File: src/rtl/vga_pkg.sv
/* shared video types and constants; mode widths beyond 16 bits per field are not expected
   pixel layout is red in the low nibble, blue in the high nibble */
package vga_pkg;

    // ########################################
    // video mode description
    // ########################################

    // porch and sync lengths in pixels or lines, polarity 1 = active high
    typedef struct packed {
        int h_active;
        int h_front_porch;
        int h_sync;
        int h_back_porch;
        int v_active;
        int v_front_porch;
        int v_sync;
        int v_back_porch;
        bit h_sync_pol;
        bit v_sync_pol;
    } video_mode_t;

    // standard 640x480 at 60 Hz, both syncs negative
    localparam video_mode_t VMODE_640X480P60 = '{
        h_active: 640, h_front_porch: 16, h_sync: 96, h_back_porch: 48,
        v_active: 480, v_front_porch: 10, v_sync: 2, v_back_porch: 33,
        h_sync_pol: 1'b0, v_sync_pol: 1'b0
    };

    // tiny mode so a frame fits in a short simulation
    localparam video_mode_t VMODE_SIM_32X24 = '{
        h_active: 32, h_front_porch: 2, h_sync: 4, h_back_porch: 2,
        v_active: 24, v_front_porch: 1, v_sync: 2, v_back_porch: 1,
        h_sync_pol: 1'b0, v_sync_pol: 1'b1
    };

    // full line length including blanking
    function automatic int h_total(video_mode_t m);
        return m.h_active + m.h_front_porch + m.h_sync + m.h_back_porch;
    endfunction

    // full frame height including blanking
    function automatic int v_total(video_mode_t m);
        return m.v_active + m.v_front_porch + m.v_sync + m.v_back_porch;
    endfunction

    // ########################################
    // pixel and pipeline payloads
    // ########################################

    localparam int COLOR_W = 4;
    localparam int PIXEL_W = 3 * COLOR_W;

    // {blue, green, red}
    typedef logic [PIXEL_W-1:0] pixel_t;

    typedef struct packed {
        logic hsync;
        logic vsync;
        logic de;
    } sync_bundle_t;

    // low bits of the screen position, feeds the gradient
    typedef struct packed {
        logic [3:0] x;
        logic [3:0] y;
    } pattern_coord_t;

    // configuration register map
    localparam logic REG_SOURCE = 1'b0;
    localparam logic REG_MUTE   = 1'b1;

    // address register plus RAM read register
    localparam int PIPE_DEPTH = 2;

endpackage
File: src/rtl/upscale_addr.sv
/* active size must be a whole multiple of the buffer size in each direction
   address is forced to 0 outside the active area */
`timescale 1ns/1ns

module upscale_addr #(
    parameter vga_pkg::video_mode_t VIDEO_MODE = vga_pkg::VMODE_640X480P60,
    parameter int BUFFER_WIDTH  = 320,
    parameter int BUFFER_HEIGHT = 240
) (
    input  logic clk_pixel,
    input  logic rstn_pixel,
    input  logic [$clog2(vga_pkg::h_total(VIDEO_MODE))-1:0] x,
    input  logic [$clog2(vga_pkg::v_total(VIDEO_MODE))-1:0] y,
    output logic [$clog2(BUFFER_WIDTH * BUFFER_HEIGHT)-1:0] rd_addr
);

    localparam int X_W    = $clog2(vga_pkg::h_total(VIDEO_MODE));
    localparam int Y_W    = $clog2(vga_pkg::v_total(VIDEO_MODE));
    localparam int ADDR_W = $clog2(BUFFER_WIDTH * BUFFER_HEIGHT);
    // integer scale factors
    localparam int HS   = VIDEO_MODE.h_active / BUFFER_WIDTH;
    localparam int VS   = VIDEO_MODE.v_active / BUFFER_HEIGHT;
    localparam int HP_W = $clog2(HS + 1);
    localparam int VP_W = $clog2(VS + 1);

    // state as seen at the previous pixel / previous line start
    logic [ADDR_W-1:0] col_q, row_base_q;
    logic [HP_W-1:0]   hphase_q;
    logic [VP_W-1:0]   vphase_q;
    // values belonging to the current position
    logic [ADDR_W-1:0] col_cur, row_base_cur;
    logic [HP_W-1:0]   hphase_cur;
    logic [VP_W-1:0]   vphase_cur;
    logic              line_start;
    logic              active;

    always_comb begin
        line_start = (x == '0);
        active     = (x < X_W'(VIDEO_MODE.h_active)) && (y < Y_W'(VIDEO_MODE.v_active));

        // column steps once every HS pixels, restart at x = 0
        if (line_start) begin
            col_cur    = '0;
            hphase_cur = '0;
        end else if (hphase_q == HP_W'(HS - 1)) begin
            col_cur    = col_q + 1'b1;
            hphase_cur = '0;
        end else begin
            col_cur    = col_q;
            hphase_cur = hphase_q + 1'b1;
        end

        // row base moves by one buffer line every VS screen lines
        if (!line_start) begin
            row_base_cur = row_base_q;
            vphase_cur   = vphase_q;
        end else if (y == '0) begin
            row_base_cur = '0;
            vphase_cur   = '0;
        end else if (vphase_q == VP_W'(VS - 1)) begin
            row_base_cur = row_base_q + ADDR_W'(BUFFER_WIDTH);
            vphase_cur   = '0;
        end else begin
            row_base_cur = row_base_q;
            vphase_cur   = vphase_q + 1'b1;
        end
    end

    always_ff @(posedge clk_pixel or negedge rstn_pixel) begin
        if (!rstn_pixel) begin
            col_q      <= '0;
            hphase_q   <= '0;
            row_base_q <= '0;
            vphase_q   <= '0;
            rd_addr    <= '0;
        end else begin
            col_q      <= col_cur;
            hphase_q   <= hphase_cur;
            row_base_q <= row_base_cur;
            vphase_q   <= vphase_cur;
            // blanking reads word 0, the shader blacks it out anyway
            rd_addr    <= active ? (row_base_cur + col_cur) : '0;
        end
    end

endmodule

File: config.mk
export PLATFORM = sky130hd
export DESIGN_NAME = upscale_addr
export DESIGN_NICKNAME = d
export VERILOG_FILES = /design/src/rtl/vga_pkg.sv /design/src/rtl/upscale_addr.sv
export SDC_FILE = /design/constraint.sdc
export NUM_CORES = 1
export LEC_CHECK = 0
export ABC_AREA = 1
export ABC_CLOCK_PERIOD_IN_PS = 2780
export BUFFER_PORTS_ARGS = -buffer_cell sky130_fd_sc_hd__buf_2
export CAP_MARGIN = 20
export CORE_MARGIN = 2
export CORE_UTILIZATION = 49
export DETAILED_ROUTE_END_ITERATION = 12
export PLACE_DENSITY = 0.71
export SYNTH_ARGS = -nofsm -noshare
export SYNTH_HDL_FRONTEND = slang
export SYNTH_SLANG_ARGS = --single-unit
File: constraint.sdc
create_clock -name clk_pixel -period 2.78 [get_ports clk_pixel]
set_input_delay 0.139 -clock clk_pixel [delete_from_list [all_inputs] [get_ports clk_pixel]]
set_output_delay 0.139 -clock clk_pixel [all_outputs]
set_load 0.1 [all_outputs]
==> run metrics, run 1 <==
status=complete, no violations; total number of yosys warnings=0; largest net degree at the start of global routing=39; Remaining DRCs=0; Critical Path RT=slightly below 3 ns; most area-consuming cells after synthesis=dfrtp_1 42%, nand2_1 8.3%, ha_1 7.0%, inv_1 6.3%, nor2_1 5.8%; Max clock buf depth=2; Slowest-stage cell, CP=dfrtp_1; clock power share=0.133; Yosys top cell area share=0.425; num ports=39; met3 usage=0.0340; Area Growth Syn to Fin=24.3%; Clock Latency Late Sink=roughly 0.3 ns; die width=about 85 µm; DR vias/cell=5.26; Mapped Avg Cell Area=between 7 and 8 µm²; Core ar.=between 6000 and 7000 µm²; HPWL Detailed=5430 µm; peak supply drop=between 600 and 700 µV; minimum clock period=roughly 2.7 ns; first-pass GRT wire length=between 10000 and 15000 µm; nets=521; Power Dens Cells=756 nW/µm²; max incr delay on CP=roughly 0.4 ns; Critical Path, Cell by Cell=ha_2, nand3_4, nor2_4, nand2_2, inv_2, nand2_2, inv_2, buf_4, nand4_1, nor2_1, o221a_4, ha_4, inv_1, o21bai_1, a21oi_1, nand3_1, nand2_1, nor2_2; Final Slew Violations=0; Critical Path Start=col_q[1]; predominant post-synthesis flop cell=dfrtp_1; share of power burned in registers=0.340; Crit Path Class=reg -> reg; Hold Path Origin=y[9]; startpoint types=flop; FF-to-FF setup slack=between 0.04 and 0.05 ns; maxcap violations=0; Comb pwr share=0.528; die area=between 7000 and 8000 µm²; final hold viol count=0; Mapped Nets=between 400 and 500; CP Capture Type=flop; Worst Path Buf+Inv=4; DR vias=2922; Fmax=about 370 MHz; Yosys cell types=40; most frequent cells after synthesis=72 x nand2_1, 55 x dfrtp_1, 54 x inv_1, 50 x nor2_1, 37 x a21oi_1; leakage power=0.00211 µW; Die H=85.3 µm; M2 GR Usage=0.326; sequential share of the synthesized area=0.425; remaining antenna violation count=0; RR Startpoint=col_q[1]; H-tree depth=2; Initial Utilization=0.507; Setup Skew=between 0.009 and 0.01 ns; # port buffers=38; top cell type by total area after synthesis=dfrtp_1; CTS root buf=clkbuf_8; hold crit path type=in -> reg; met1 Usage GRT=0.284; PnR Total Power=just over 3000 µW; Post-synth EDFFs=0; actual slew at the worst max-slew pin=0.492 ns; initial antenna violation count=0; sw frac=0.477; unrepaired setup endpoints after global routing=true; Post-Layout Cell Count=556; setup violators final=0; share of cells above drive strength 1=0.282; post-synthesis instance total=~410; Placer Congestion=a little under 0.9; Worst-path clk slew=~0.080 ns; Worst Path Max Fanout=4; Row Count=29; P_int=between 1500 and 2000 µW; cts bufs inserted=5; Remaining Overflow, GRT=0; most common cell in the netlist=nand2_1; DRT Wirelength=7530 µm; clk sinks=55; Final period util=0.983; FF+latch count, synth=55; Post-Syn Area=3240 µm²; via count of the first global-routing pass=around 2700; TritonCTS clock tree=done; fillcell total=between 500 and 600; average wire per standard cell=roughly 14 µm; dpl cells=roughly 540; 1st-pass router iterations=4; sw power=around 1500 µW; GRT Overall Usage=0.203; Initial DRC Count=between 150 and 200; Post-synth ARST share=1.00; Rel. slew slack=0.674; busiest grt layer=met2; critical path data arrival time=2.93 ns; ANT cells=0; largest delay contributor family on the critical path=simple AND/OR/NAND/NOR gates
==> timing repair <==
action,4_1_cts,5_1_grt
pin swaps,0,19
setup buffers,0,14
hold buffers,1,0
endpoints found under the setup margin,2,8
resized for setup,3,37
hold endpoints to repair,17,0
==> sequential cells by signal, indices dropped and copies added, names as in the netlist <==
signal / flops
hphase_q: 2
row_base_q: 17
col_q: 17
vphase_q: 2
rd_addr: 17
==> worst reg2reg max path: stages, from the launching register on <==
cell and delay [ns]:
dfrtp_1 0.39, ha_2 0.22, nand3_4 0.11, nor2_4 0.14
nand2_2 0.05, inv_2 0.08, nand2_2 0.05, inv_2 0.08
buf_4 0.11, nand4_1 0.15, nor2_1 0.21, o221a_4 0.23
ha_4 0.22, inv_1 0.10, o21bai_1 0.09, a21oi_1 0.18
nand3_1 0.10, nand2_1 0.08, nor2_2 0.03
==> kinds of logic after synthesis <==
| group | count (synthesis) | share of synthesized area |
|---|---|---|
| fa+ha+maj | 19 | 0.0757 |
| compound gates | 71 | 0.120 |
| simple gates | 193 | 0.286 |
| flops | 55 | 0.425 |
| xor+xnor | 6 | 0.0162 |
| buf+inv | 62 | 0.0776 |
==> through the flow <==
step	setup WS [ns]	TNS, ns	hold WS (ns)	util	area [µm²]
after CTS	0.0254	0	0.285	0.584	3730
after global routing	-0.158	-0.644	0.320	0.630	4030
after global placement	-0.00373	-0.00373	0.0743	0.570	3640
after floorplan	0.102	0	-0.157	-	3240
after detailed placement	-0.0486	-0.105	0.0808	0.570	3640
final	0.0479	0	0.289	0.630	4030
==> layout make-up <==
class / count / area (µm²) / area share
timing repair buffer: 70 / 433 / 0.108
sequential: 55 / 1380 / 0.342
clock buffer: 6 / 72.6 / 0.0180
inverter: 59 / 236 / 0.0587
tap: 77 / 96.3 / 0.0239
multi-input combinational: 289 / 1810 / 0.450
==> final timing paths <==
kind	endpoint	depth (start not counted)
min in group asynchronous	row_base_q[5]	2
worst min-delay path	rd_addr[0]	5
worst min register to register	row_base_q[3]	2
worst max register to register	rd_addr[16]	18
max in group asynchronous	col_q[7]	3
worst max-delay path	rd_addr[16]	18
==> cells in the final DEF, fill, tap and decap left out, types with 3 or more instances in the layout <==
master and n:
nand2_1 69, dfrtp_1 55, inv_1 53, nor2_1 48
buf_2 38, a21oi_1 31, buf_4 31, nand3_1 20
o21ai_0 19, nand4_1 12, ha_1 12, nand2_2 8
nor2_2 7, nand3_2 7, xnor2_1 5, a21oi_2 5
clkbuf_8 5, inv_2 4, nor2_4 4, nor3_1 4
ha_4 4, o21ai_1 3, nor3_2 3
==> power groups by stage <==
| stage | logic (µW) | clock network [µW] | registers [µW] |
|---|---|---|---|
| floorplan | 578 | 0 | 1550 |
| global placement | 1390 | 0 | 1030 |
| detailed placement | 1410 | 0 | 1040 |
| CTS | 1430 | 411 | 1020 |
| global route | 1740 | 446 | 1050 |
| finish | 1610 | 403 | 1030 |
==> layer usage <==
layer  wire length [µm]  part of all wire
met5                  0                 0
met4                135             0.018
met3                308             0.041
met2               3550              0.47
met1               3530              0.47
No activity file was read; power rests on OpenSTA's default activity.
==> inputs of run 2 (changes only) <==
- CTS_BUF_LIST: default -> sky130_fd_sc_hd__clkbuf_8
- SLEW_MARGIN: default -> 20
==> run 2 against run 1 <==
- critical endpoint unchanged
- largest cell class unchanged
- highest routed layer unchanged
- first-iteration DRC count did not move
- register-to-register slack is essentially flat
- count of clock-buffer cells in the layout is 1 lower
- clock power is essentially flat
==> run metrics, run 2 (synthesis gave the netlist of run 1 again) <==
ANT cells=0; most frequent cells in the layout=69 x nand2_1, 55 x dfrtp_1, 54 x inv_1, 48 x nor2_1, 38 x buf_2; PnR Total Power=3040 µW; leakage power=0.00212 µW; Core ar.=roughly 6400 µm²; hold crit path type=in -> reg; Final period util=0.983; nets=521; GRT Overall Usage=0.203; Rel. slew slack=0.674; Initial Utilization=0.507; Remaining DRCs=0; CP Capture Type=flop; Initial DRC Count=between 150 and 200; DRT Wirelength=~7500 µm; Worst-path clk slew=0.08 ns; minimum clock period=~2.7 ns; 1st-pass router iterations=4; remaining antenna violation count=0; Power Dens Cells=about 750 nW/µm²; unrepaired setup endpoints after global routing=true; CTS root buf=clkbuf_8; Fmax=approximately 370 MHz; clk sinks=55; die area=a little over 7000 µm²; HPWL Detailed=5430 µm; largest net degree at the start of global routing=39; Remaining Overflow, GRT=0; status=complete, no violations; first-pass GRT wire length=roughly 12000 µm; Die H=85.3 µm; maxcap violations=0; Setup Skew=between 0.009 and 0.01 ns; setup violators final=0; actual slew at the worst max-slew pin=about 0.5 ns; critical path data arrival time=2.93 ns; DR vias=between 2000 and 3000; Crit Path Class=reg -> reg; Critical Path RT=2.98 ns; Area Growth Syn to Fin=24.3%; Final Cell Area=a little over 4000 µm²; # port buffers=38; setup TNS=0 ns; via count of the first global-routing pass=between 2000 and 3000; share of cells above drive strength 1=0.282; initial antenna violation count=0; Placer Congestion=between 0.8 and 0.9; peak supply drop=roughly 700 µV; Worst Path Max Fanout=4; TritonCTS clock tree=done; most common cell after layout, fill and taps aside=nand2_1; placed cell areas=about 3600 µm²; die width=85.3 µm; top flop regs=col_q: 17 flops, rd_addr: 17 flops, row_base_q: 17 flops; Max clock buf depth=2; final hold viol count=0; H-tree depth=2; startpoint types=flop; DR vias/cell=roughly 5.3; Final Slew Violations=0; num ports=39; Row Count=29; average wire per standard cell=roughly 14 µm; Clock Latency Late Sink=roughly 0.30 ns; cts bufs inserted=5
-- run 2: cell count changes in the layout (fill, tap and decap cells not counted), sizes merged --
cell | previous run | this run
clkbuf | 6 | 5
inv | 57 | 58
-- run 2: final timing paths --
path | from | end | slack (ns) | cells after the start
max | col_q[1] | rd_addr[16] | 0.05 | 18
min in group asynchronous | rstn_pixel | row_base_q[5] | 0.30 | 2
min reg2reg | row_base_q[3] | row_base_q[3] | 0.51 | 2
max reg2reg | col_q[1] | rd_addr[16] | 0.05 | 18
min | y[9] | rd_addr[0] | 0.29 | 5
max in group asynchronous | rstn_pixel | col_q[6] | 1.68 | 3
-- run 2: layout make-up --
cell class	instances	area, µm²
clock inverter	1	3.75
sequential	55	1380
multi-input combinational	289	1810
inverter	59	236
tap	77	96.3
timing repair buffer	70	433
fill	533	2360
clock buffer	5	68.8
-- run 2: per-layer routing --
metal  routed length, µm  part of all wire  GRT usage  up-vias
li1                    -                 -          -     1483
met1                3530              0.47      0.284     1357
met2                3550              0.47      0.326       68
met3                 308             0.041     0.0340       14
met4                 135             0.018     0.0563        0
met5                   0                 0          0        -
-- run 2: worst max-delay path, cell delays in order (launching register included) --
cell	delay (ns)
dfrtp_1	0.39
ha_2	0.22
nand3_4	0.11
nor2_4	0.14
nand2_2	0.05
inv_2	0.08
nand2_2	0.05
inv_2	0.08
buf_4	0.11
nand4_1	0.15
nor2_1	0.21
o221a_4	0.23
ha_4	0.22
inv_1	0.10
o21bai_1	0.09
a21oi_1	0.18
nand3_1	0.10
nand2_1	0.08
nor2_2	0.03
-- run 2: metrics by stage --
step	utilization	setup WS (ns)	instances	hold WS (ns)
final	0.630	0.0479	556	0.289
after global routing	0.630	-0.158	556	0.320
after CTS	0.584	0.0254	542	0.285
after detailed placement	0.570	-0.0486	535	0.0808
after global placement	0.570	-0.00373	535	0.0743
after floorplan	-	0.102	406	-0.157
-- run 2: report_power, final --
part	switching (µW)	internal [µW]	leakage, µW
Combinational	1110	491	0.00142
Sequential	103	930	0.000652
Clock	235	165	0.0000413
-- run 2: what timing repair did --
action	in CTS	in global routing
gates resized for setup	3	37
pin swaps	0	19
endpoints found under the setup margin	2	8
hold endpoints to repair	17	0
cloned	0	0
hold buffers	1	0
setup buffers	0	14
