### config.mk
export PLATFORM = sky130hd
export DESIGN_NAME = pixel_shader
export DESIGN_NICKNAME = d
export VERILOG_FILES = /design/src/rtl/vga_pkg.sv /design/src/rtl/pixel_shader.sv
export SDC_FILE = /design/constraint.sdc
export NUM_CORES = 1
export LEC_CHECK = 0
export ABC_AREA = 0
export BUFFER_PORTS_ARGS = -buffer_cell sky130_fd_sc_hd__buf_2
export CAP_MARGIN = 20
export CORE_AREA = 4 4 45 47
export DETAILED_ROUTE_END_ITERATION = 7
export DIE_AREA = 0 0 49 51
export GPL_ROUTABILITY_DRIVEN = 1
export HOLD_SLACK_MARGIN = 0.06
export PLACE_DENSITY = 0.71
export SLEW_MARGIN = 20
export SYNTH_ARGS = -nofsm -noshare
export SYNTH_HDL_FRONTEND = slang
export SYNTH_SLANG_ARGS = --single-unit
### constraint.sdc
create_clock -name clk_pixel -period 0.8 [get_ports clk_pixel]
set_input_delay 0.08 -clock clk_pixel [delete_from_list [all_inputs] [get_ports clk_pixel]]
set_output_delay 0.08 -clock clk_pixel [all_outputs]
set_load 0.005 [all_outputs]
### src/rtl/vga_pkg.sv
/* shared video types and constants; mode widths beyond 16 bits per field are not expected
   pixel layout is red in the low nibble, blue in the high nibble */
package vga_pkg;

    // ########################################
    // video mode description
    // ########################################

    // porch and sync lengths in pixels or lines, polarity 1 = active high
    typedef struct packed {
        int h_active;
        int h_front_porch;
        int h_sync;
        int h_back_porch;
        int v_active;
        int v_front_porch;
        int v_sync;
        int v_back_porch;
        bit h_sync_pol;
        bit v_sync_pol;
    } video_mode_t;

    // standard 640x480 at 60 Hz, both syncs negative
    localparam video_mode_t VMODE_640X480P60 = '{
        h_active: 640, h_front_porch: 16, h_sync: 96, h_back_porch: 48,
        v_active: 480, v_front_porch: 10, v_sync: 2, v_back_porch: 33,
        h_sync_pol: 1'b0, v_sync_pol: 1'b0
    };

    // tiny mode so a frame fits in a short simulation
    localparam video_mode_t VMODE_SIM_32X24 = '{
        h_active: 32, h_front_porch: 2, h_sync: 4, h_back_porch: 2,
        v_active: 24, v_front_porch: 1, v_sync: 2, v_back_porch: 1,
        h_sync_pol: 1'b0, v_sync_pol: 1'b1
    };

    // full line length including blanking
    function automatic int h_total(video_mode_t m);
        return m.h_active + m.h_front_porch + m.h_sync + m.h_back_porch;
    endfunction

    // full frame height including blanking
    function automatic int v_total(video_mode_t m);
        return m.v_active + m.v_front_porch + m.v_sync + m.v_back_porch;
    endfunction

    // ########################################
    // pixel and pipeline payloads
    // ########################################

    localparam int COLOR_W = 4;
    localparam int PIXEL_W = 3 * COLOR_W;

    // {blue, green, red}
    typedef logic [PIXEL_W-1:0] pixel_t;

    typedef struct packed {
        logic hsync;
        logic vsync;
        logic de;
    } sync_bundle_t;

    // low bits of the screen position, feeds the gradient
    typedef struct packed {
        logic [3:0] x;
        logic [3:0] y;
    } pattern_coord_t;

    // configuration register map
    localparam logic REG_SOURCE = 1'b0;
    localparam logic REG_MUTE   = 1'b1;

    // address register plus RAM read register
    localparam int PIPE_DEPTH = 2;

endpackage
### src/rtl/pixel_shader.sv
/* inputs must already be aligned with the RAM read data
   outputs are registered, one cycle after the inputs */
`timescale 1ns/1ns

module pixel_shader #(
    parameter vga_pkg::video_mode_t VIDEO_MODE = vga_pkg::VMODE_640X480P60
) (
    input  logic                         clk_pixel,
    input  logic                         rstn_pixel,
    input  vga_pkg::sync_bundle_t        sync_in,
    input  vga_pkg::pattern_coord_t      coord_in,
    input  vga_pkg::pixel_t              rd_data,
    input  logic                         source_sel,
    input  logic                         mute,
    output logic                         vga_hsync,
    output logic                         vga_vsync,
    output logic [vga_pkg::COLOR_W-1:0]  vga_red,
    output logic [vga_pkg::COLOR_W-1:0]  vga_green,
    output logic [vga_pkg::COLOR_W-1:0]  vga_blue
);

    localparam int CW = vga_pkg::COLOR_W;

    vga_pkg::pixel_t gradient;
    vga_pkg::pixel_t chosen;
    vga_pkg::pixel_t shown;

    // ########################################
    // colour selection
    // ########################################

    always_comb begin
        // blue full, green from y, red from x
        gradient = {{CW{1'b1}}, coord_in.y, coord_in.x};
        chosen   = source_sel ? gradient : rd_data;
        // black in blanking or while muted
        shown    = (sync_in.de && !mute) ? chosen : '0;
    end

    // ########################################
    // output registers
    // ########################################

    always_ff @(posedge clk_pixel or negedge rstn_pixel) begin
        if (!rstn_pixel) begin
            // inactive sync level is the inverse of the polarity
            vga_hsync <= ~VIDEO_MODE.h_sync_pol;
            vga_vsync <= ~VIDEO_MODE.v_sync_pol;
            vga_red   <= '0;
            vga_green <= '0;
            vga_blue  <= '0;
        end else begin
            vga_hsync <= sync_in.hsync;
            vga_vsync <= sync_in.vsync;
            vga_red   <= shown[CW-1:0];
            vga_green <= shown[2*CW-1:CW];
            vga_blue  <= shown[3*CW-1:2*CW];
        end
    end

endmodule

==> run summary, run 1 <==
GR Overflow Total: 0
GR Layer Usage met2: 0.239
initial antenna violation count: 0
final hold violation count: 0
critical path peak fanout: 1
post-route standard cell area excluding fillers: 1010 µm²
combinational group share of total power: 0.184
cell count after synthesis: 41
FP Rows: 15
Slew @ Worst Pin: 291 ps
kind of launch point of the worst setup path: flip-flop
Horiz. Die Dim: 49 µm
status: finished, violations left
achievable clock frequency: 1.02 GHz
Unique masters post-synth: 7
crit path from: vga_hsync$_DFF_PN1_
global-route wire length before repair: 2.51 mm
Clock Sinks: 14
proportion of total power due to net switching: 0.215
Final WS setup: -177 ps
via count: 520
required time of the critical path: 720 ps
number of detailed-routing iterations run before antenna repair: 2
unrepaired setup endpoints after global routing: true
number of primary I/O pins: 41
proportion of layout cells with a drive suffix above 1: 0.458
cell depth of the worst setup path: 1
Final nets: 135
total placed instance area: 756 µm²
min Tclk post-route: 977 ps
number of endpoints failing setup at the final stage: 14
initial drt markers: 1
failing checks: setup timing
delay-heaviest family, CP: flip-flops
share of the clock period used by the worst path: 1.22
part of the total power dissipated in sequential elements: 0.491
Area growth syn-to-layout: 95.6%
worst ir drop on vdd: 0.000702 V
largest net degree at the start of global routing: 15
Relative slew margins: 0.806
ranking of synthesized cells by area: dfrtp_1 58%, mux2i_1 16%, nor2_1 12%
Total Die Area: 2500 µm²
Leak: 0.561 nW
setup_tns: -817 ps
via count of the first global-routing pass: 573
initial cell density of the core: 0.312
areal power density over the cells: 1520 nW/µm²
core footprint: 1650 µm²
Max-Cap Viols: 0
GRT Max-Usage Layer: met2
met3 layer usage reported by global route: 0.0671
port bufs: 40
maximum clock insertion buffer count: 2
mean cell area of the mapped netlist: 12.6 µm²
CTS tree: built
clock power share: 0.325
Hold Crit Depth: 3
sum of buffers and inverters on the critical path: 1
cell at the root of the clock tree: clkbuf_4
placed wire-length estimate after detailed placement: 957 µm
final RePlAce weighted congestion: 0.638
pre-CTS WS: 94.2 ps
net switching component of the power: 0.000329 W
total detailed-routing wirelength: 1.43 mm
CTS buffer count: 3
signal arrival time at the worst endpoint: 900 ps
number of H-tree levels: 1
type of the setup path with the least slack: flip-flop to output port
synthesized flop and latch total: 14
number of nets with antenna violations after detailed routing: 0
cell with the biggest individual delay on the critical path: dfstp_2
synthesized netlist net count: 68
count of unresolved DRC violations after routing: 0
most common cell after layout, fill and taps aside: buf_2
delay of the slowest cell on the worst path: 520 ps
Antenna Cells: 0
sequential cell area fraction in the yosys report: 0.684
WL/cell: 11.5 µm
highest-count cells in the layout ignoring fill and taps: 39 x buf_2, 21 x dlygate4sd3_1, 16 x nor2_1
Final Max Slew Viols: 0
classification of the worst-slack hold path: input pin to flip-flop
Synth area leader: dfrtp_1
per-cell via count in the routed design: 4.19
post-synthesis cell area: 515 µm²
worst hold path startpoint: rd_data[2]
met1 capacity usage during global routing: 0.131
CP Capture Type: output port
count of yosys warnings during synthesis: 0
setup bufs post-CTS: 0
final design utilization: 0.611
GR Util All Layers: 0.132
Internal Pwr Total: 0.00120 W
clock-pin slew of the registers on the worst-case setup and hold paths: 80 ps
height of the die: 51 µm
post-synth top area share: 0.583
crit-path cells: buf_2
[metal layers]
layer | vias up | part of all wire
li1 | 263 | -
met1 | 228 | 0.37
met2 | 29 | 0.53
met3 | 0 | 0.10
met4 | 0 | 0
met5 | - | 0
[layout make-up]
class | count | area, µm²
Clock buffer | 4 | 36.3
Multi-Input combinational cell | 25 | 146
Fill cell | 144 | 643
Tap cell | 17 | 21.3
Timing Repair Buffer | 64 | 452
Sequential cell | 14 | 353
[cells in the mapped netlist (all sizes together)]
master / n
dfrtp: 12
buf: 2
dfstp: 2
mux2i: 8
nand2b: 1
nor2: 16
[flip-flops by register name, summed over array words and instances, names as in the netlist]
| signal | flops |
|---|---|
| vga_green | 4 |
| vga_red | 4 |
| vga_blue | 4 |
| vga_vsync | 1 |
| vga_hsync | 1 |
[power groups by stage]
| stage | combinational (W) | sequential (W) | clock (W) |
|---|---|---|---|
| after floorplan | 0.0000631 | 0.000772 | 0 |
| after global placement | 0.000196 | 0.000765 | 0 |
| after detailed placement | 0.000201 | 0.000765 | 0 |
| after CTS | 0.000279 | 0.000751 | 0.000522 |
| after global routing | 0.000312 | 0.000755 | 0.000562 |
| final | 0.000281 | 0.000751 | 0.000498 |
[per-stage QoR]
stage / hold slack, ps / power [W] / instances
6_report: 72.0 / 0.00153 / 124
5_1_grt: 96.4 / 0.00163 / 124
4_1_cts: 60.0 / 0.00155 / 124
3_5_place_dp: -16.5 / 0.000965 / 99
3_3_place_gp: -21.1 / 0.000960 / 99
2_1_floorplan: -216 / 0.000835 / 41
[worst min-delay path: cells and delay by family]
kind          cells  cell delay, ps
buf+inv           1              80
mux               1              60
simple gates      1             100
[repair_timing]
action / 4_1_cts / 5_1_grt
cloned: 0 / 0
resized for setup: 0 / 1
endpoints found under the setup margin: 14 / 14
endpoints found under the hold margin: 27 / 0
hold buffers: 21 / 0
[worst paths after layout]
path / end / slack, ps
setup / recovery: vga_hsync / -180
hold / removal: vga_red[2]$_DFF_PN0_ / 70
max in group asynchronous: vga_hsync$_DFF_PN1_ / 300
min in group asynchronous: vga_red[0]$_DFF_PN0_ / 220
[logic make-up after synthesis]
logic type | synth area share
flops | 0.684
buf+inv | 0.0315
simple gates | 0.129
mux | 0.155
(Power assumes the default switching activity.)
==> run 2: changes to the inputs <==
- SKIP_CTS_REPAIR_TIMING: unset -> 1
==> run 2 against run 1 <==
The run still ends with setup timing left. Via count shrank 5.0%. Maximum frequency grew 0.33%. Count of clock-buffer cells in the layout is the same. Wire length shrank 5.9%. Combinational power shrank 8.5%. Hold slack lost 30 ps. Critical path depth is the same. Final cell count shrank 4.8%. Largest cell class unchanged. Global-route usage shrank 3.1 points. Critical endpoint is now vga_vsync. Core utilization shrank 3.6 points. Setup slack gained 3.2 ps.
==> run summary, run 2 (synthesized netlist as in run 1, its figures left out) <==
clock-pin slew of the registers on the worst-case setup and hold paths: 80 ps (about the same)
required time of the critical path: 720 ps (about the same)
Layout fillers: 156 (+8.3%)
most common cell after layout, fill and taps aside: buf_2
Antenna Cells: 0 (unchanged)
CTS tree: built
Internal Pwr Total: 0.00118 W (-1.6%)
delay of the slowest cell on the worst path: 530 ps (about the same)
net switching component of the power: 0.000325 W (-1.0%)
signal arrival time at the worst endpoint: 890 ps (about the same)
combinational group share of total power: 0.171 (-0.013)
number of H-tree levels: 1 (unchanged)
share of the clock period used by the worst path: 1.22 (-0.00397)
highest-count cells in the layout ignoring fill and taps: 39 x buf_2, 16 x nor2_1, 15 x dlygate4sd3_1
status: finished, violations left
FP Rows: 15 (unchanged)
critical path peak fanout: 1 (unchanged)
Hold Crit Depth: 3 (unchanged)
GR Layer Usage met2: 0.170 (-0.0696)
clock power share: 0.331 (+0.006)
final RePlAce weighted congestion: 0.638 (unchanged)
cell depth of the worst setup path: 1 (unchanged)
achievable clock frequency: 1.03 GHz (+0.33%)
global-route wire length before repair: 1.91 mm (-24%)
kind of launch point of the worst setup path: flip-flop
failing checks: setup timing
number of endpoints failing setup at the final stage: 14 (unchanged)
maximum clock insertion buffer count: 2 (unchanged)
classification of the worst-slack hold path: input pin to flip-flop
Slew @ Worst Pin: 295 ps (+3.68 ps)
unrepaired setup endpoints after global routing: true
Clock Sinks: 14 (unchanged)
GR Util All Layers: 0.101 (-0.0310)
port bufs: 40 (unchanged)
Relative slew margins: 0.803 (-0.00246)
initial cell density of the core: 0.312 (unchanged)
Final WS setup: -174 ps (+3.18 ps)
via count of the first global-routing pass: 441 (-23%)
core footprint: 1650 µm² (unchanged)
via count: 494 (-5.0%)
GRT Max-Usage Layer: met2
registers with the highest flip-flop counts: vga_blue: 4 flops, vga_green: 4 flops, vga_red: 4 flops
sum of buffers and inverters on the critical path: 1 (unchanged)
total placed instance area: 756 µm² (unchanged)
number of detailed-routing iterations run before antenna repair: 2 (unchanged)
placed wire-length estimate after detailed placement: 957 µm (unchanged)
Max-Cap Viols: 0 (unchanged)
proportion of total power due to net switching: 0.216 (+0.000974)
GR Overflow Total: 0 (unchanged)
initial drt markers: 1 (unchanged)
per-cell via count in the routed design: 4.19 (-0.17%)
type of the setup path with the least slack: flip-flop to output port
Leak: 0.536 nW (-4.5%)
Final nets: 129 (-4.4%)
cell at the root of the clock tree: clkbuf_4
overall power after layout: 0.00151 W (-1.5%)
Horiz. Die Dim: 49 µm (unchanged)
height of the die: 51 µm (unchanged)
CTS buffer count: 3 (unchanged)
total detailed-routing wirelength: 1.34 mm (-5.9%)
Total Die Area: 2500 µm² (unchanged)
part of the total power dissipated in sequential elements: 0.498 (+0.007)
post-route standard cell area excluding fillers: 948 µm² (-6.0%)
WL/cell: 11.4 µm (-1.1%)
areal power density over the cells: 1590 nW/µm² (+4.8%)
number of primary I/O pins: 41 (unchanged)
worst ir drop on vdd: 0.000722 V (+2.8%)
Final Max Slew Viols: 0 (unchanged)
met3 layer usage reported by global route: 0.0583 (-0.00875)
met1 capacity usage during global routing: 0.103 (-0.0276)
number of nets with antenna violations after detailed routing: 0 (unchanged)
min Tclk post-route: 974 ps (-3.18 ps)
crit-path cells: buf_6
CP Capture Type: output port
delay-heaviest family, CP: flip-flops
largest net degree at the start of global routing: 15 (unchanged)
Area growth syn-to-layout: 84.0%
count of unresolved DRC violations after routing: 0 (unchanged)
final hold violation count: 0 (unchanged)
initial antenna violation count: 0 (unchanged)
cell with the biggest individual delay on the critical path: dfstp_2
proportion of layout cells with a drive suffix above 1: 0.485 (+0.0272)
run 2: cell count changes in the layout (fill, tap and decap cells not counted):
| cell | before | now |
|---|---|---|
| dlygate4sd3_1 | 21 | 15 |
run 2: power groups by stage:
stage / clock (W) / combinational, W / sequential [W]
after detailed placement: 0 / 0.000201 / 0.000765
final: 0.000499 / 0.000257 / 0.000751
after global placement: 0 / 0.000196 / 0.000765
after CTS: 0.000522 / 0.000201 / 0.000751
after global routing: 0.000562 / 0.000288 / 0.000755
after floorplan: 0 / 0.0000631 / 0.000772
run 2: metrics by stage:
step,instances,utilization,setup slack (ps),setup TNS (ps),hold slack [ps]
5_1_grt,118,0.574,-211,-1440,60.8
2_1_floorplan,41,-,219,0,-216
3_5_place_dp,99,0.458,94.2,0,-16.5
4_1_cts,103,0.480,-195,-1060,-330
6_report,118,0.574,-174,-823,41.8
3_3_place_gp,99,0.458,123,0,-21.1
run 2: cell type report:
class | instances | area, µm² | area share
clock buffer | 4 | 36.3 | 0.0383
multi-input combinational | 25 | 146 | 0.154
sequential | 14 | 353 | 0.372
tap | 17 | 21.3 | 0.0224
timing repair buffer | 58 | 392 | 0.413
run 2: path summary, 6_finish.rpt:
check	start	endpoint	slack (ps)
min in group asynchronous	rstn_pixel	vga_red[0]$_DFF_PN0_	220
worst min-delay path	rd_data[5]	vga_green[1]$_DFF_PN0_	40
max in group asynchronous	rstn_pixel	vga_hsync$_DFF_PN1_	290
worst max-delay path	vga_vsync$_DFF_PN1_	vga_vsync	-170
run 2: per-layer routing:
metal | routed length, µm | share of wire
met1 | 505 | 0.38
met2 | 679 | 0.51
met3 | 157 | 0.12
met4 | 0 | 0
met5 | 0 | 0
==> run 3: changes to the inputs <==
- CORE_AREA: 4 4 45 47 -> 4 4 46 48
- DIE_AREA: 0 0 49 51 -> 0 0 50 52
- HOLD_SLACK_MARGIN: 0.06 -> 0.03
- PLACE_DENSITY: 0.71 -> 0.68
==> run 3 against run 2 <==
The run still ends with setup timing left. Maximum frequency about the same. Hold slack worse by 23 ps. Largest cell class is now registers. Critical path depth unchanged. Critical endpoint is now vga_hsync. Die area up 4.0%. Count of clock-buffer cells in the layout unchanged.
==> run summary, run 3 (synthesized netlist as in run 1, its figures left out) <==
Final WS setup: -174 ps (+0.419 ps)
total detailed-routing wirelength: 1.26 mm (-5.8%)
registers with the highest flip-flop counts: vga_blue: 4 flops, vga_green: 4 flops, vga_red: 4 flops
port bufs: 40 (unchanged)
via count of the first global-routing pass: 461 (+4.5%)
number of endpoints failing setup at the final stage: 14 (unchanged)
CP Capture Type: output port
clock-pin slew of the registers on the worst-case setup and hold paths: 80 ps (about the same)
initial cell density of the core: 0.302 (-0.0103)
net switching component of the power: 0.000320 W (-1.8%)
achievable clock frequency: 1.03 GHz (about the same)
status: finished, violations left
part of the total power dissipated in sequential elements: 0.513 (+0.015)
global-route wire length before repair: 2.07 mm (+8.3%)
proportion of layout cells with a drive suffix above 1: 0.549 (+0.0643)
Antenna Cells: 0 (unchanged)
required time of the critical path: 720 ps (about the same)
kind of launch point of the worst setup path: flip-flop
Final nets: 119 (-7.8%)
most common cell after layout, fill and taps aside: buf_2
Hold Crit Depth: 3 (unchanged)
Total Die Area: 2600 µm² (+4.0%)
classification of the worst-slack hold path: input pin to flip-flop
height of the die: 52 µm (+2.0%)
CTS buffer count: 3 (unchanged)
Horiz. Die Dim: 50 µm (+2.0%)
maximum clock insertion buffer count: 2 (unchanged)
Clock Sinks: 14 (unchanged)
final design utilization: 0.497 (-0.0768)
min Tclk post-route: 974 ps (-0.419 ps)
total placed instance area: 761 µm² (+0.66%)
sum of buffers and inverters on the critical path: 1 (unchanged)
delay of the slowest cell on the worst path: 530 ps (about the same)
areal power density over the cells: 1730 nW/µm² (+8.5%)
failing checks: setup timing
type of the setup path with the least slack: flip-flop to output port
combinational group share of total power: 0.147 (-0.024)
FP Rows: 15 (unchanged)
worst ir drop on vdd: 0.000738 V (+2.2%)
core footprint: 1710 µm² (+3.4%)
via count: 456 (-7.7%)
placed wire-length estimate after detailed placement: 984 µm (+2.8%)
GR Util All Layers: 0.112 (+0.0106)
Max-Cap Viols: 0 (unchanged)
WL/cell: 10.9 µm (-4.2%)
initial antenna violation count: 0 (unchanged)
delay-heaviest family, CP: flip-flops
Internal Pwr Total: 0.00115 W (-3.1%)
number of H-tree levels: 1 (unchanged)
crit-path cells: buf_6
number of primary I/O pins: 41 (unchanged)
Leak: 0.493 nW (-8.1%)
Relative slew margins: 0.799 (-0.00442)
initial drt markers: 4 (+3)
share of the clock period used by the worst path: 1.22 (about the same)
critical path peak fanout: 1 (unchanged)
signal arrival time at the worst endpoint: 890 ps (about the same)
proportion of total power due to net switching: 0.218 (+0.00223)
clock power share: 0.340 (+0.009)
post-route standard cell area excluding fillers: 850 µm² (-10%)
setup_tns: -793 ps (+29.8 ps)
final RePlAce weighted congestion: 0.637 (about the same)
cell with the biggest individual delay on the critical path: dfstp_2
per-cell via count in the routed design: 3.93 (-6.1%)
number of nets with antenna violations after detailed routing: 0 (unchanged)
GR Overflow Total: 0 (unchanged)
worst hold path startpoint: rd_data[11]
Slew @ Worst Pin: 302 ps (+6.63 ps)
pre-CTS WS: 51.2 ps (-43.0 ps)
cell at the root of the clock tree: clkbuf_4
unrepaired setup endpoints after global routing: true
CTS tree: built
highest-count cells in the layout ignoring fill and taps: 38 x buf_2, 16 x nor2_1, 12 x dfrtp_1
largest net degree at the start of global routing: 15 (unchanged)
final hold violation count: 0 (unchanged)
count of unresolved DRC violations after routing: 0 (unchanged)
Final Max Slew Viols: 0 (unchanged)
worst-case hold path end point: vga_blue[3]$_DFF_PN0_
Area growth syn-to-layout: 64.8%
number of detailed-routing iterations run before antenna repair: 2 (unchanged)
run 3: power by group through the flow:
stage	Clock, W	Combinational (W)	Sequential [W]
finish	0.000499	0.000215	0.000751
global route	0.000561	0.000240	0.000756
CTS	0.000523	0.000198	0.000751
detailed placement	0	0.000196	0.000764
global placement	0	0.000193	0.000764
floorplan	0	0.0000631	0.000772
run 3: worst max path at each step:
stage / start / endpoint / slack, ps / cells past startpoint
floorplan: vga_hsync$_DFF_PN1_ / vga_hsync / 220 / 0
global placement: source_sel / vga_red[3]$_DFF_PN0_ / 90 / 3
detailed placement: source_sel / vga_green[2]$_DFF_PN0_ / 50 / 3
CTS: vga_hsync$_DFF_PN1_ / vga_hsync / -190 / 1
global route: vga_vsync$_DFF_PN1_ / vga_vsync / -220 / 1
finish: vga_hsync$_DFF_PN1_ / vga_hsync / -170 / 1
run 3: layout make-up:
class,count,area [µm²]
clock buffer,4,36.3
multi-input combinational,25,146
timing repair buffer,48,283
tap,25,31.3
sequential,14,353
fill,158,858
run 3: routing by layer:
metal	vias to the layer above	wire [µm]	track usage
met5	-	0	0
met2	32	526	0.154
li1	229	-	-
met4	0	27	0.0968
met3	4	181	0.0458
met1	191	529	0.132
run 3: metrics by stage:
stage / total power [W] / std cells / hold slack [ps]
2_1_floorplan: 0.000835 / 41 / -216
3_3_place_gp: 0.000957 / 108 / -18.2
3_5_place_dp: 0.000961 / 108 / -12.1
4_1_cts: 0.00147 / 112 / -324
5_1_grt: 0.00156 / 116 / 30.9
6_report: 0.00147 / 116 / 18.5
run 3: worst min-delay path: stages:
cell and delay (ps):
buf_2 80, nor2_1 30, nor2_1 70
