**config.mk**
```make
export PLATFORM = sky130hd
export DESIGN_NAME = vga_timing
export DESIGN_NICKNAME = d
export VERILOG_FILES = /design/src/rtl/vga_pkg.sv /design/src/rtl/vga_timing.sv
export SDC_FILE = /design/constraint.sdc
export NUM_CORES = 1
export LEC_CHECK = 0
export BUFFER_PORTS_ARGS = -buffer_cell sky130_fd_sc_hd__buf_2
export CAP_MARGIN = 20
export CORE_UTILIZATION = 56
export DETAILED_ROUTE_END_ITERATION = 7
export GPL_TIMING_DRIVEN = 0
export PLACE_DENSITY_LB_ADDON = 0.1
export SYNTH_ARGS = -nofsm -noshare
export SYNTH_HDL_FRONTEND = slang
export SYNTH_SLANG_ARGS = --single-unit
export TNS_END_PERCENT = 50
```
**constraint.sdc**
```tcl
create_clock -name clk_pixel -period 3.4 [get_ports clk_pixel]
set_input_delay 0 -clock clk_pixel [delete_from_list [all_inputs] [get_ports clk_pixel]]
set_output_delay 0 -clock clk_pixel [all_outputs]
set_load 0.01 [all_outputs]
```
**src/rtl/vga_pkg.sv**
```systemverilog
/* shared video types and constants; mode widths beyond 16 bits per field are not expected
   pixel layout is red in the low nibble, blue in the high nibble */
package vga_pkg;

    // ########################################
    // video mode description
    // ########################################

    // porch and sync lengths in pixels or lines, polarity 1 = active high
    typedef struct packed {
        int h_active;
        int h_front_porch;
        int h_sync;
        int h_back_porch;
        int v_active;
        int v_front_porch;
        int v_sync;
        int v_back_porch;
        bit h_sync_pol;
        bit v_sync_pol;
    } video_mode_t;

    // standard 640x480 at 60 Hz, both syncs negative
    localparam video_mode_t VMODE_640X480P60 = '{
        h_active: 640, h_front_porch: 16, h_sync: 96, h_back_porch: 48,
        v_active: 480, v_front_porch: 10, v_sync: 2, v_back_porch: 33,
        h_sync_pol: 1'b0, v_sync_pol: 1'b0
    };

    // tiny mode so a frame fits in a short simulation
    localparam video_mode_t VMODE_SIM_32X24 = '{
        h_active: 32, h_front_porch: 2, h_sync: 4, h_back_porch: 2,
        v_active: 24, v_front_porch: 1, v_sync: 2, v_back_porch: 1,
        h_sync_pol: 1'b0, v_sync_pol: 1'b1
    };

    // full line length including blanking
    function automatic int h_total(video_mode_t m);
        return m.h_active + m.h_front_porch + m.h_sync + m.h_back_porch;
    endfunction

    // full frame height including blanking
    function automatic int v_total(video_mode_t m);
        return m.v_active + m.v_front_porch + m.v_sync + m.v_back_porch;
    endfunction

    // ########################################
    // pixel and pipeline payloads
    // ########################################

    localparam int COLOR_W = 4;
    localparam int PIXEL_W = 3 * COLOR_W;

    // {blue, green, red}
    typedef logic [PIXEL_W-1:0] pixel_t;

    typedef struct packed {
        logic hsync;
        logic vsync;
        logic de;
    } sync_bundle_t;

    // low bits of the screen position, feeds the gradient
    typedef struct packed {
        logic [3:0] x;
        logic [3:0] y;
    } pattern_coord_t;

    // configuration register map
    localparam logic REG_SOURCE = 1'b0;
    localparam logic REG_MUTE   = 1'b1;

    // address register plus RAM read register
    localparam int PIPE_DEPTH = 2;

endpackage
```
**src/rtl/vga_timing.sv**
```systemverilog
/* free-running raster counters; sync and enable are combinational from the counters
   and should be registered downstream before reaching pins */
`timescale 1ns/1ns

module vga_timing #(
    parameter vga_pkg::video_mode_t VIDEO_MODE = vga_pkg::VMODE_640X480P60
) (
    input  logic clk_pixel,
    input  logic rstn_pixel,
    output logic [$clog2(vga_pkg::h_total(VIDEO_MODE))-1:0] x,
    output logic [$clog2(vga_pkg::v_total(VIDEO_MODE))-1:0] y,
    output logic hsync_raw,
    output logic vsync_raw,
    output logic de_raw
);

    localparam int H_TOTAL = vga_pkg::h_total(VIDEO_MODE);
    localparam int V_TOTAL = vga_pkg::v_total(VIDEO_MODE);
    localparam int X_W     = $clog2(H_TOTAL);
    localparam int Y_W     = $clog2(V_TOTAL);

    // sync interval sits after active area and front porch
    localparam int H_SYNC_START = VIDEO_MODE.h_active + VIDEO_MODE.h_front_porch;
    localparam int H_SYNC_END   = H_SYNC_START + VIDEO_MODE.h_sync;
    localparam int V_SYNC_START = VIDEO_MODE.v_active + VIDEO_MODE.v_front_porch;
    localparam int V_SYNC_END   = V_SYNC_START + VIDEO_MODE.v_sync;

    logic h_in_sync;
    logic v_in_sync;

    // ########################################
    // position counters
    // ########################################

    // x walks the whole line, y steps when x wraps
    always_ff @(posedge clk_pixel or negedge rstn_pixel) begin
        if (!rstn_pixel) begin
            x <= '0;
            y <= '0;
        end else if (x == X_W'(H_TOTAL - 1)) begin
            x <= '0;
            // last line of the frame wraps to the top
            if (y == Y_W'(V_TOTAL - 1)) begin
                y <= '0;
            end else begin
                y <= y + 1'b1;
            end
        end else begin
            x <= x + 1'b1;
        end
    end

    // ########################################
    // sync and enable levels
    // ########################################

    always_comb begin
        h_in_sync = (x >= X_W'(H_SYNC_START)) && (x < X_W'(H_SYNC_END));
        v_in_sync = (y >= Y_W'(V_SYNC_START)) && (y < Y_W'(V_SYNC_END));

        // flip for active-low modes
        hsync_raw = VIDEO_MODE.h_sync_pol ? h_in_sync : ~h_in_sync;
        vsync_raw = VIDEO_MODE.v_sync_pol ? v_in_sync : ~v_in_sync;

        // visible area only
        de_raw = (x < X_W'(VIDEO_MODE.h_active)) && (y < Y_W'(VIDEO_MODE.v_active));
    end

endmodule

```
==> impl_metrics.csv, run 1 <==
group,metric,value,unit
detailed_routing,drt-total-wl,2320,um
die,die_h,46.6,um
placed_design,io_buffers,24,
setup_path,crit_end,"y[4]$_DFFE_PN0N_",
placed_design,placed_cell_area,0.00126,mm2
power_and_ir_drop,switching_share,0.215,
setup_path,cp-start-kind,"register",
setup_path,cp_max_fo,6,
setup_path,cp-end-kind,"register",
setup_path,crit_family,"simple AND/OR/NAND/NOR gates",
synth,synth_cell_types,32,
power_and_ir_drop,power.share.clock,0.318,
setup_path,rrSetupSlack,1.58,ns
synth,yosysTopAreaCell,"dfrtp_1",
min_path,hp-class,"input pin to asynchronous set/reset pin",
clock_network,cts_buffers,3,
detailed_routing,via_count,964,
power_and_ir_drop,power.total,357,uW
setup_path,cpMaxStageDelayCell,"or4b_1",
power_and_ir_drop,peakVddDrop,0.000257,V
clock_network,ctsHtreeMaxLevel,1,
clock_network,clk_pin_slew_worst_paths,0.11,ns
detailed_routing,antenna_left,0,
placed_design,dp_hpwl,1630,um
cells_and_area,drive_gt1_frac,0.229,
die,die_w,46.6,um
clock_network,clockBufferDepth,2,
global_routing,antenna_found_initial,0,
clock_network,clk_latency,0.30,ns
setup_path,path_depth,6,
sta,post-route-min-period,1.82,ns
detailed_routing,drt_pass1_iterations,5,
power_and_ir_drop,leakagePower,0.000647,uW
sta,finalCritPeriodShare,0.535,
setup_path,cp_data_arrival_time,2.07,ns
detailed_routing,routedWlPerCell,13.7,um
setup_path,critPathBufInv,1,
setup_path,cp.required,3.65,ns
clock_network,cts_tree,"yes",
clock_network,clkSinkCount,20,
sta,finalHoldViolations,0,
clock_network,cts_resized,0,
synth,netlist_area,0.00111,mm2
sta,slew_violations,0,
setup_path,timing.rr.start,"x[0]$_DFF_PN0_",
synth,ys_warn_count,0,
power_and_ir_drop,p_comb_frac,0.016,
detailed_routing,vias_per_cell,5.70,
setup_path,critical-path-max-stage-delay,0.54,ns
detailed_routing,drt_iter0_markers,30,
detailed_routing,drc_errors,0,
power_and_ir_drop,p_sw,76.6,uW
power_and_ir_drop,p_seq_frac,0.666,
setup_path,r2r_cells,6,
sta,rsz0062_at_grt,"no",
clock_network,root_buffer,"clkbuf_4",
setup_path,reg2reg_to,"y[4]$_DFFE_PN0N_",
cells_and_area,final_cell_area,0.00130,mm2
global_routing,grt_pass1_wl,3770,um
global_routing,grt_max_degree,21,
sta,slew_headroom,0.702,
sta,timing.final.ws_setup,1.58,ns
sta,skew,0.00119,ns
global_routing,grt_overflow_total,0,
die,start_util,0.618,
synth,postSynthAreaPerCell,9.60,um2
setup_path,startpoint,"x[0]$_DFF_PN0_",
setup_path,crit_chain,"ha_1 -> and4_1 -> buf_6 -> nand4_4 -> or4b_1 -> nand2_1",
die,core_area,0.00180,mm2
power_and_ir_drop,power.density,275,mW/mm2
placed_design,gp_congestion,0.832,
sta,finalSetupTns,0,ns
placed_design,dp_slack,1.60,ns
cells_and_area,num_antenna_cells,0,
synth,ys_seq_elements,20,
global_routing,grt_pass1_vias,833,
outcome,status,"completed",
synth,ys_seq_area_frac,0.449,
die,num_rows,15,
cells_and_area,syn2layout_area_growth,16.5,%
synth,yosysTopAreaCellShare,0.449,
sta,setup_viol,0,
synth,syn-num-nets,123,
sta,fmax,550,MHz
cells_and_area,fin_nets,153,
synth,synth_cells,116,
die,io_pins,25,
global_routing,track_usage,0.253,
synth,yosys-top-cells-area,"dfrtp_1, nand3_1, ha_1",
power_and_ir_drop,p_int,280,uW
sta,tightestPinTransition,0.446,ns
job,maxCapViolations,0,
setup_path,path_class,"register to register",
die,fp.dieArea,0.00217,mm2
-- per-layer routing --
layer	up-vias	wire length [um]	GRT usage
met5	-	0	0
met4	0	68	0.141
met3	6	89	0.0431
met2	26	1070	0.372
met1	467	1100	0.347
li1	465	-	-
-- synth_stat cells --
cell,count
a21oi_1,3
a31oi_1,1
and2_1,1
and2b_1,1
and3_1,3
and4_1,2
and4_2,1
buf_2,2
buf_6,2
dfrtp_1,20
ha_1,5
inv_1,5
mux2i_1,1
nand2_1,10
nand2b_1,1
nand3_1,15
nand4_1,4
nand4_4,1
nor2_1,9
nor2b_1,1
nor3_1,5
nor3b_1,1
nor4_1,1
nor4bb_1,1
o2111ai_1,1
o21ai_0,4
o21ai_1,1
or3_1,1
or4_1,1
or4b_1,1
xnor2_1,4
xor2_1,7
-- registers in the layout, summed over array words and instances (netlist names) --
signal	count
y	10
x	10
-- cell families after synthesis --
group | synth area share
and+or+nand+nor | 0.303
DFF | 0.449
xor gates and xnor gates | 0.0865
AOI/OAI and AO/OA | 0.0494
buffers and inverters | 0.0461
adders and majority gates | 0.0562
muxes | 0.00899
-- worst reg2reg max path, stage by stage (launching register included) --
cell,delay [ns]
dfrtp_1,0.44
ha_1,0.23
and4_1,0.22
buf_6,0.13
nand4_4,0.12
or4b_1,0.54
nand2_1,0.09
-- worst min-delay path by stage --
stage                       end  cells past startpoint
6_report         x[6]$_DFF_PN0_                      2
5_1_grt        y[8]$_DFFE_PN0N_                      2
4_1_cts          x[5]$_DFF_PN0_                      2
3_5_place_dp     x[6]$_DFF_PN0_                      1
3_3_place_gp     x[6]$_DFF_PN0_                      1
2_1_floorplan    x[0]$_DFF_PN0_                      0
-- power by group through the flow --
| stage | combinational (uW) | sequential (uW) | clock (uW) |
|---|---|---|---|
| finish | 5.68 | 238 | 113 |
| global route | 7.00 | 238 | 123 |
| CTS | 6.09 | 238 | 115 |
| detailed placement | 5.24 | 242 | 0 |
| global placement | 5.10 | 242 | 0 |
| floorplan | 0.000251 | 242 | 0 |
-- through the flow --
step	hold slack, ns	util	instances
5_1_grt	0.212	0.720	169
2_1_floorplan	-0.296	-	116
3_5_place_dp	-0.0284	0.702	165
4_1_cts	0.168	0.720	169
6_report	0.157	0.720	169
3_3_place_gp	-0.0344	0.702	165
-- layout by cell type, fill, tap and decap left out, types with 5 or more instances in the layout --
master / instances
nor2_1: 9
ha_1: 5
nand3_1: 15
dfrtp_1: 20
xor2_1: 7
buf_2: 26
nand2_1: 10
nor3_1: 5
inv_1: 5
-- repair_timing --
item / CTS / global route
setup buffers: 0 / 0
hold endpoints to repair: 20 / 0
setup endpoints to repair: 0 / 0
hold buffers: 1 / 0
-- cell type report --
cell class,count,area (um2)
inverters,5,18.8
repair buffers,25,130
clock buffers,3,22.5
well taps,25,31.3
multi-input cells,87,562
fillers,161,504
plain buffers,4,32.5
flip-flops and latches,20,500
No activity file was read; power rests on OpenSTA's default activity.
==> run 2, diff against run 1 <==
- ABC_AREA: unset -> 1
- CORE_UTILIZATION: 56 -> 48
- clock period: 3.4 -> 1.66 ns (I/O delays scaled with it)
==> impl_metrics.csv, run 2 <==
group,metric,value,unit
outcome,status,"completed",
synth,yosys-top-cells-area,"dfrtp_1, nand2_1, nor2_1",
detailed_routing,vias_per_cell,5.18,
sta,finalHoldViolations,0,
clock_network,clk_pin_slew_worst_paths,0.12,ns
detailed_routing,drt-total-wl,2570,um
power_and_ir_drop,p_seq_frac,0.540,
job,maxCapViolations,0,
detailed_routing,drt_iter0_markers,20,
clock_network,clk_latency,0.31,ns
sta,slew_violations,0,
die,die_w,51.6,um
setup_path,critical-path-max-stage-delay,0.45,ns
power_and_ir_drop,p_sw,168,uW
min_path,hp-class,"input pin to asynchronous set/reset pin",
die,die_h,51.6,um
cells_and_area,drive_gt1_frac,0.242,
placed_design,io_buffers,24,
setup_path,rrSetupSlack,0.12,ns
setup_path,crit_chain,"ha_4 -> nand2_2 -> nor2_4 -> nand3_2 -> nor2_4 -> buf_6 -> o21ai_0",
detailed_routing,drc_errors,0,
synth,yosysTopAreaCellShare,0.425,
cells_and_area,multi_input_area,603,um2
global_routing,antenna_found_initial,0,
sta,rsz0062_at_grt,"no",
synth,synth_cells,149,
clock_network,ctsHtreeMaxLevel,1,
setup_path,critPathMostFrequentCell,"nor2_4",
die,num_rows,17,
synth,ys.flop_type,"dfrtp_1",
setup_path,critPathBufInv,1,
placed_design,gp_congestion,0.873,
synth,ys_seq_elements,20,
synth,yosysTopAreaCell,"dfrtp_1",
die,start_util,0.523,
cells_and_area,num_antenna_cells,0,
sta,finalCritPeriodShare,0.925,
power_and_ir_drop,power.density,626,mW/mm2
setup_path,cp.required,1.85,ns
detailed_routing,drt_pass1_iterations,4,
die,io_pins,25,
setup_path,cp_data_arrival_time,1.73,ns
setup_path,reg2reg_to,"y[4]$_DFFE_PN0N_",
placed_design,placed_cell_area,0.00133,mm2
clock_network,cts_tree,"yes",
cells_and_area,layout_commonest_cell,"nand2_1",
power_and_ir_drop,power.share.clock,0.447,
power_and_ir_drop,leakagePower,0.000739,uW
synth,netlist_area,0.00118,mm2
synth,synth_cell_types,24,
global_routing,grt_pass1_wl,4110,um
synth,synthArstFlopShare,1.00,
synth,ys_seq_area_frac,0.425,
sta,skew,0.0105,ns
power_and_ir_drop,peakVddDrop,0.000514,V
setup_path,cp_max_fo,10,
placed_design,dp_hpwl,1860,um
cells_and_area,fin_nets,190,
detailed_routing,routedWlPerCell,12.2,um
setup_path,timing.rr.start,"x[1]$_DFF_PN0_",
setup_path,cpMaxStageDelayCell,"dfrtp_1",
global_routing,grt_pass1_vias,955,
sta,slew_headroom,0.690,
clock_network,cts_buffers,3,
global_routing,grt_max_degree,21,
synth,ys_warn_count,0,
placed_design,dp_slack,0.0804,ns
cells_and_area,register_area,502,um2
setup_path,crit_family,"simple AND/OR/NAND/NOR gates",
sta,timing.final.ws_setup,0.124,ns
cells_and_area,layout_common_cells,"nand2_1, nor2_1, buf_2",
setup_path,path_class,"register to register",
sta,post-route-min-period,1.54,ns
power_and_ir_drop,p_comb_frac,0.013,
clock_network,clockBufferDepth,2,
setup_path,cp-end-kind,"register",
setup_path,cp-start-kind,"register",
clock_network,root_buffer,"clkbuf_4",
cells_and_area,final_cell_area,0.00144,mm2
cells_and_area,num-fill-cells,209,
global_routing,grt_overflow_total,0,
cells_and_area,syn2layout_area_growth,22.2,%
global_routing,track_usage,0.211,
setup_path,r2r_cells,7,
synth,postSynthAreaPerCell,7.91,um2
sta,fmax,651,MHz
power_and_ir_drop,switching_share,0.187,
sta,finalSetupTns,0,ns
sta,setup_viol,0,
sta,tightestPinTransition,0.465,ns
die,core_area,0.00225,mm2
detailed_routing,via_count,1088,
synth,synth_common_cells,"nand2_1, nor2_1, dfrtp_1, inv_1, nand3_1",
synth,post-synth-top-count-cell,"nand2_1",
synth,syn-num-nets,156,
synth,synth_edf_count,0,
clock_network,clkSinkCount,20,
cells_and_area,reg_top3,"x: 10 flops, y: 10 flops",
power_and_ir_drop,p_int,734,uW
die,fp.dieArea,0.00266,mm2
detailed_routing,antenna_left,0,
-- run 2: changes by cell type in the layout (fill, tap and decap cells not counted), sizes merged, moves of 2 or more --
cell,previous run,this run
nand3,15,12
nand2,10,32
and4,3,0
nor2,9,28
xnor2,4,2
and3,3,0
nand3b,0,2
inv,5,19
a21oi,3,1
nor3,5,1
buf,28,30
o21ai,5,9
-- run 2: through the flow --
step                total power (uW)  instances  utilization  hold WS [ns]
finish                           902        210        0.639         0.156
CTS                              912        206        0.619         0.166
global route                     925        210        0.639         0.210
detailed placement               508        201        0.592       -0.0196
floorplan                        497        149            -        -0.296
global placement                 507        201        0.592       -0.0274
-- run 2: what timing repair did --
action                                  in CTS  in global routing
endpoints found under the setup margin       0                 12
hold endpoints to repair                    20                  0
resized for setup                            0                  4
setup buffers                                0                  4
hold buffers                                 1                  0
-- run 2: worst max-delay path by stage --
stage | to | startpoint | cells past startpoint | slack [ns]
after global placement | y[5]$_DFFE_PN0N_ | x[0]$_DFF_PN0_ | 8 | 0.10
after floorplan | y[3]$_DFFE_PN0N_ | x[0]$_DFF_PN0_ | 7 | 0.24
after detailed placement | y[5]$_DFFE_PN0N_ | x[0]$_DFF_PN0_ | 8 | 0.08
after global routing | y[3]$_DFFE_PN0N_ | x[1]$_DFF_PN0_ | 7 | 0.02
final | y[4]$_DFFE_PN0N_ | x[1]$_DFF_PN0_ | 7 | 0.12
after CTS | y[5]$_DFFE_PN0N_ | x[0]$_DFF_PN0_ | 8 | 0.05
-- run 2: layer usage --
| metal | GRT usage | vias up | wire, um | part of all wire |
|---|---|---|---|---|
| met3 | 0.0263 | 5 | 72 | 0.028 |
| li1 | - | 544 | - | - |
| met5 | 0 | - | 0 | 0 |
| met1 | 0.273 | 517 | 1200 | 0.47 |
| met4 | 0.0856 | 0 | 42 | 0.016 |
| met2 | 0.355 | 22 | 1250 | 0.49 |
-- run 2: area by class of cell --
| cell class | instances | share of cell area |
|---|---|---|
| multi-input combinational | 108 | 0.419 |
| sequential | 20 | 0.348 |
| timing repair buffer | 29 | 0.111 |
| inverter | 19 | 0.0495 |
| tap | 28 | 0.0243 |
| clock inverter | 1 | 0.0209 |
| clock buffer | 3 | 0.0156 |
| buffer | 2 | 0.0113 |
-- run 2: cells by family (layout without fill, tap and decap cells) --
family | Yosys count | in the layout | share of synthesized area
AND/OR/NAND/NOR | 82 | 82 | 0.327
adder cells (fa/ha/maj) | 5 | 5 | 0.0531
buffers and inverters | 21 | 54 | 0.0743
flip-flops | 20 | 20 | 0.425
AO/OA/AOI/OAI | 12 | 12 | 0.0541
XOR/XNOR | 9 | 9 | 0.0669
-- run 2: power by group through the flow --
stage / Clock (uW) / Combinational, uW / Sequential [uW]
global route: 424 / 14.4 / 487
floorplan: 0 / 0.000308 / 497
CTS: 412 / 12.9 / 487
finish: 403 / 12.1 / 487
global placement: 0 / 10.8 / 496
detailed placement: 0 / 11.2 / 496
==> run 3, diff against run 2 <==
- PLACE_DENSITY: unset -> 0.74
- PLACE_DENSITY_LB_ADDON: 0.1 -> unset
- REMOVE_ABC_BUFFERS: unset -> 1
- TNS_END_PERCENT: 50 -> 5
==> impl_metrics.csv, run 3 (synthesized netlist as in run 2, its figures left out) <==
group,metric,value,unit
sta,skew,0.00550,ns
setup_path,critPathBufInv,1,
detailed_routing,via_count,1065,
cells_and_area,num-fill-cells,218,
cells_and_area,fin_nets,187,
global_routing,grt_pass1_wl,4090,um
setup_path,critPathMostFrequentCell,"nor2_4",
setup_path,cpMaxStageDelayCell,"dfrtp_1",
setup_path,startpoint,"x[1]$_DFF_PN0_",
job,maxCapViolations,0,
sta,finalHoldViolations,0,
detailed_routing,drt-total-wl,2400,um
setup_path,critical-path-max-stage-delay,0.44,ns
sta,finalCritPeriodShare,0.923,
clock_network,root_buffer,"clkbuf_4",
sta,slew_headroom,0.698,
power_and_ir_drop,peakVddDrop,0.000611,V
setup_path,crit_end,"y[3]$_DFFE_PN0N_",
clock_network,cts_buffers,3,
placed_design,io_buffers,24,
setup_path,path_class,"register to register",
sta,setup_viol,0,
global_routing,antenna_found_initial,0,
sta,timing.final.ws_setup,0.127,ns
cells_and_area,final_cell_area,0.00142,mm2
sta,post-route-min-period,1.53,ns
global_routing,grt_overflow_total,0,
power_and_ir_drop,power.density,638,mW/mm2
placed_design,dp_cells,199,
setup_path,cp_data_arrival_time,1.77,ns
cells_and_area,layout_commonest_cell,"nand2_1",
clock_network,clkSinkCount,20,
setup_path,rrSetupSlack,0.13,ns
clock_network,clockBufferDepth,2,
die,die_h,51.6,um
cells_and_area,fin_util,0.628,
cells_and_area,layoutNonFillerInstCount,207,
detailed_routing,drt_pass1_iterations,4,
cells_and_area,layout_common_cells,"nand2_1, nor2_1, buf_2",
placed_design,dp_hpwl,1730,um
detailed_routing,antenna_left,0,
cells_and_area,num_antenna_cells,0,
global_routing,track_usage,0.206,
outcome,status,"completed",
global_routing,grt_max_degree,21,
global_routing,grt_pass1_vias,952,
clock_network,clk_pin_slew_worst_paths,0.12,ns
die,num_rows,17,
die,start_util,0.523,
placed_design,gp_congestion,0.867,
placed_design,dp_slack,-0.0638,ns
detailed_routing,drt_iter0_markers,14,
die,fp.dieArea,0.00266,mm2
min_path,hp-class,"input pin to asynchronous set/reset pin",
setup_path,cp-end-kind,"register",
clock_network,cts_tree,"yes",
cells_and_area,reg_top3,"x: 10 flops, y: 10 flops",
die,io_pins,25,
sta,slew_violations,0,
setup_path,crit_family,"simple AND/OR/NAND/NOR gates",
setup_path,cp-start-kind,"register",
setup_path,cp.required,1.89,ns
sta,fmax,652,MHz
sta,rsz0062_at_grt,"no",
clock_network,ctsHtreeMaxLevel,1,
clock_network,clk_latency,0.31,ns
sta,tightestPinTransition,0.454,ns
cells_and_area,syn2layout_area_growth,20.2,%
die,die_w,51.6,um
setup_path,r2r_cells,8,
die,core_area,0.00225,mm2
placed_design,placed_cell_area,0.00132,mm2
setup_path,reg2reg_to,"y[3]$_DFFE_PN0N_",
power_and_ir_drop,leakagePower,0.000725,uW
setup_path,cp_max_fo,9,
setup_path,path_depth,8,
cells_and_area,drive_gt1_frac,0.218,
setup_path,timing.rr.start,"x[1]$_DFF_PN0_",
detailed_routing,routedWlPerCell,11.6,um
detailed_routing,vias_per_cell,5.14,
setup_path,crit_chain,"ha_1 -> nand2_2 -> nor2_4 -> nand3_2 -> nor2_4 -> buf_12 -> nand3b_1 -> o21ai_0",
detailed_routing,drc_errors,0,
## run 3: timing repair
item,4_1_cts,5_1_grt
hold buffers,1,0
endpoints found under the hold margin,20,0
endpoints found under the setup margin,4,5
buffers inserted,3,0
pin swaps,1,0
gates resized for setup,0,1
## run 3: where the power goes
part           switching [uW]  leakage (uW)  internal (uW)
registers                   0      0.000265            487
clock network             161     0.0000279            244
logic                    9.46      0.000432           2.38
## run 3: worst min path at each step
stage                          start        endpoint  slack, ns  depth (start not counted)
after floorplan           rstn_pixel  x[0]$_DFF_PN0_      -0.30                          0
after global placement    rstn_pixel  x[4]$_DFF_PN0_      -0.03                          1
after detailed placement  rstn_pixel  x[4]$_DFF_PN0_      -0.02                          1
after CTS                 rstn_pixel  x[4]$_DFF_PN0_       0.16                          2
after global routing      rstn_pixel  x[5]$_DFF_PN0_       0.18                          2
final                     rstn_pixel  x[4]$_DFF_PN0_       0.15                          2
## run 3: metrics by stage
stage	power [uW]	hold slack (ns)	setup TNS, ns
6_report	904	0.149	0
5_1_grt	931	0.180	0
4_1_cts	915	0.162	0
3_5_place_dp	508	-0.0211	-0.236
3_3_place_gp	507	-0.0274	-0.0784
2_1_floorplan	497	-0.296	0
## run 3: area by class of cell
type                       instances  area, um2  share of cell area
multi-input combinational        108        591               0.417
sequential                        20        502               0.354
timing repair buffer              28        165               0.117
inverter                          19       71.3              0.0504
tap                               28       35.0              0.0247
clock inverter                     1       30.0              0.0212
clock buffer                       3       22.5              0.0159
## run 3: per-layer routing
metal	routed length, um	GRT usage	vias up
li1	-	-	540
met1	1180	0.287	494
met2	1090	0.325	28
met3	104	0.0263	3
met4	31	0.0811	0
met5	0	0	-
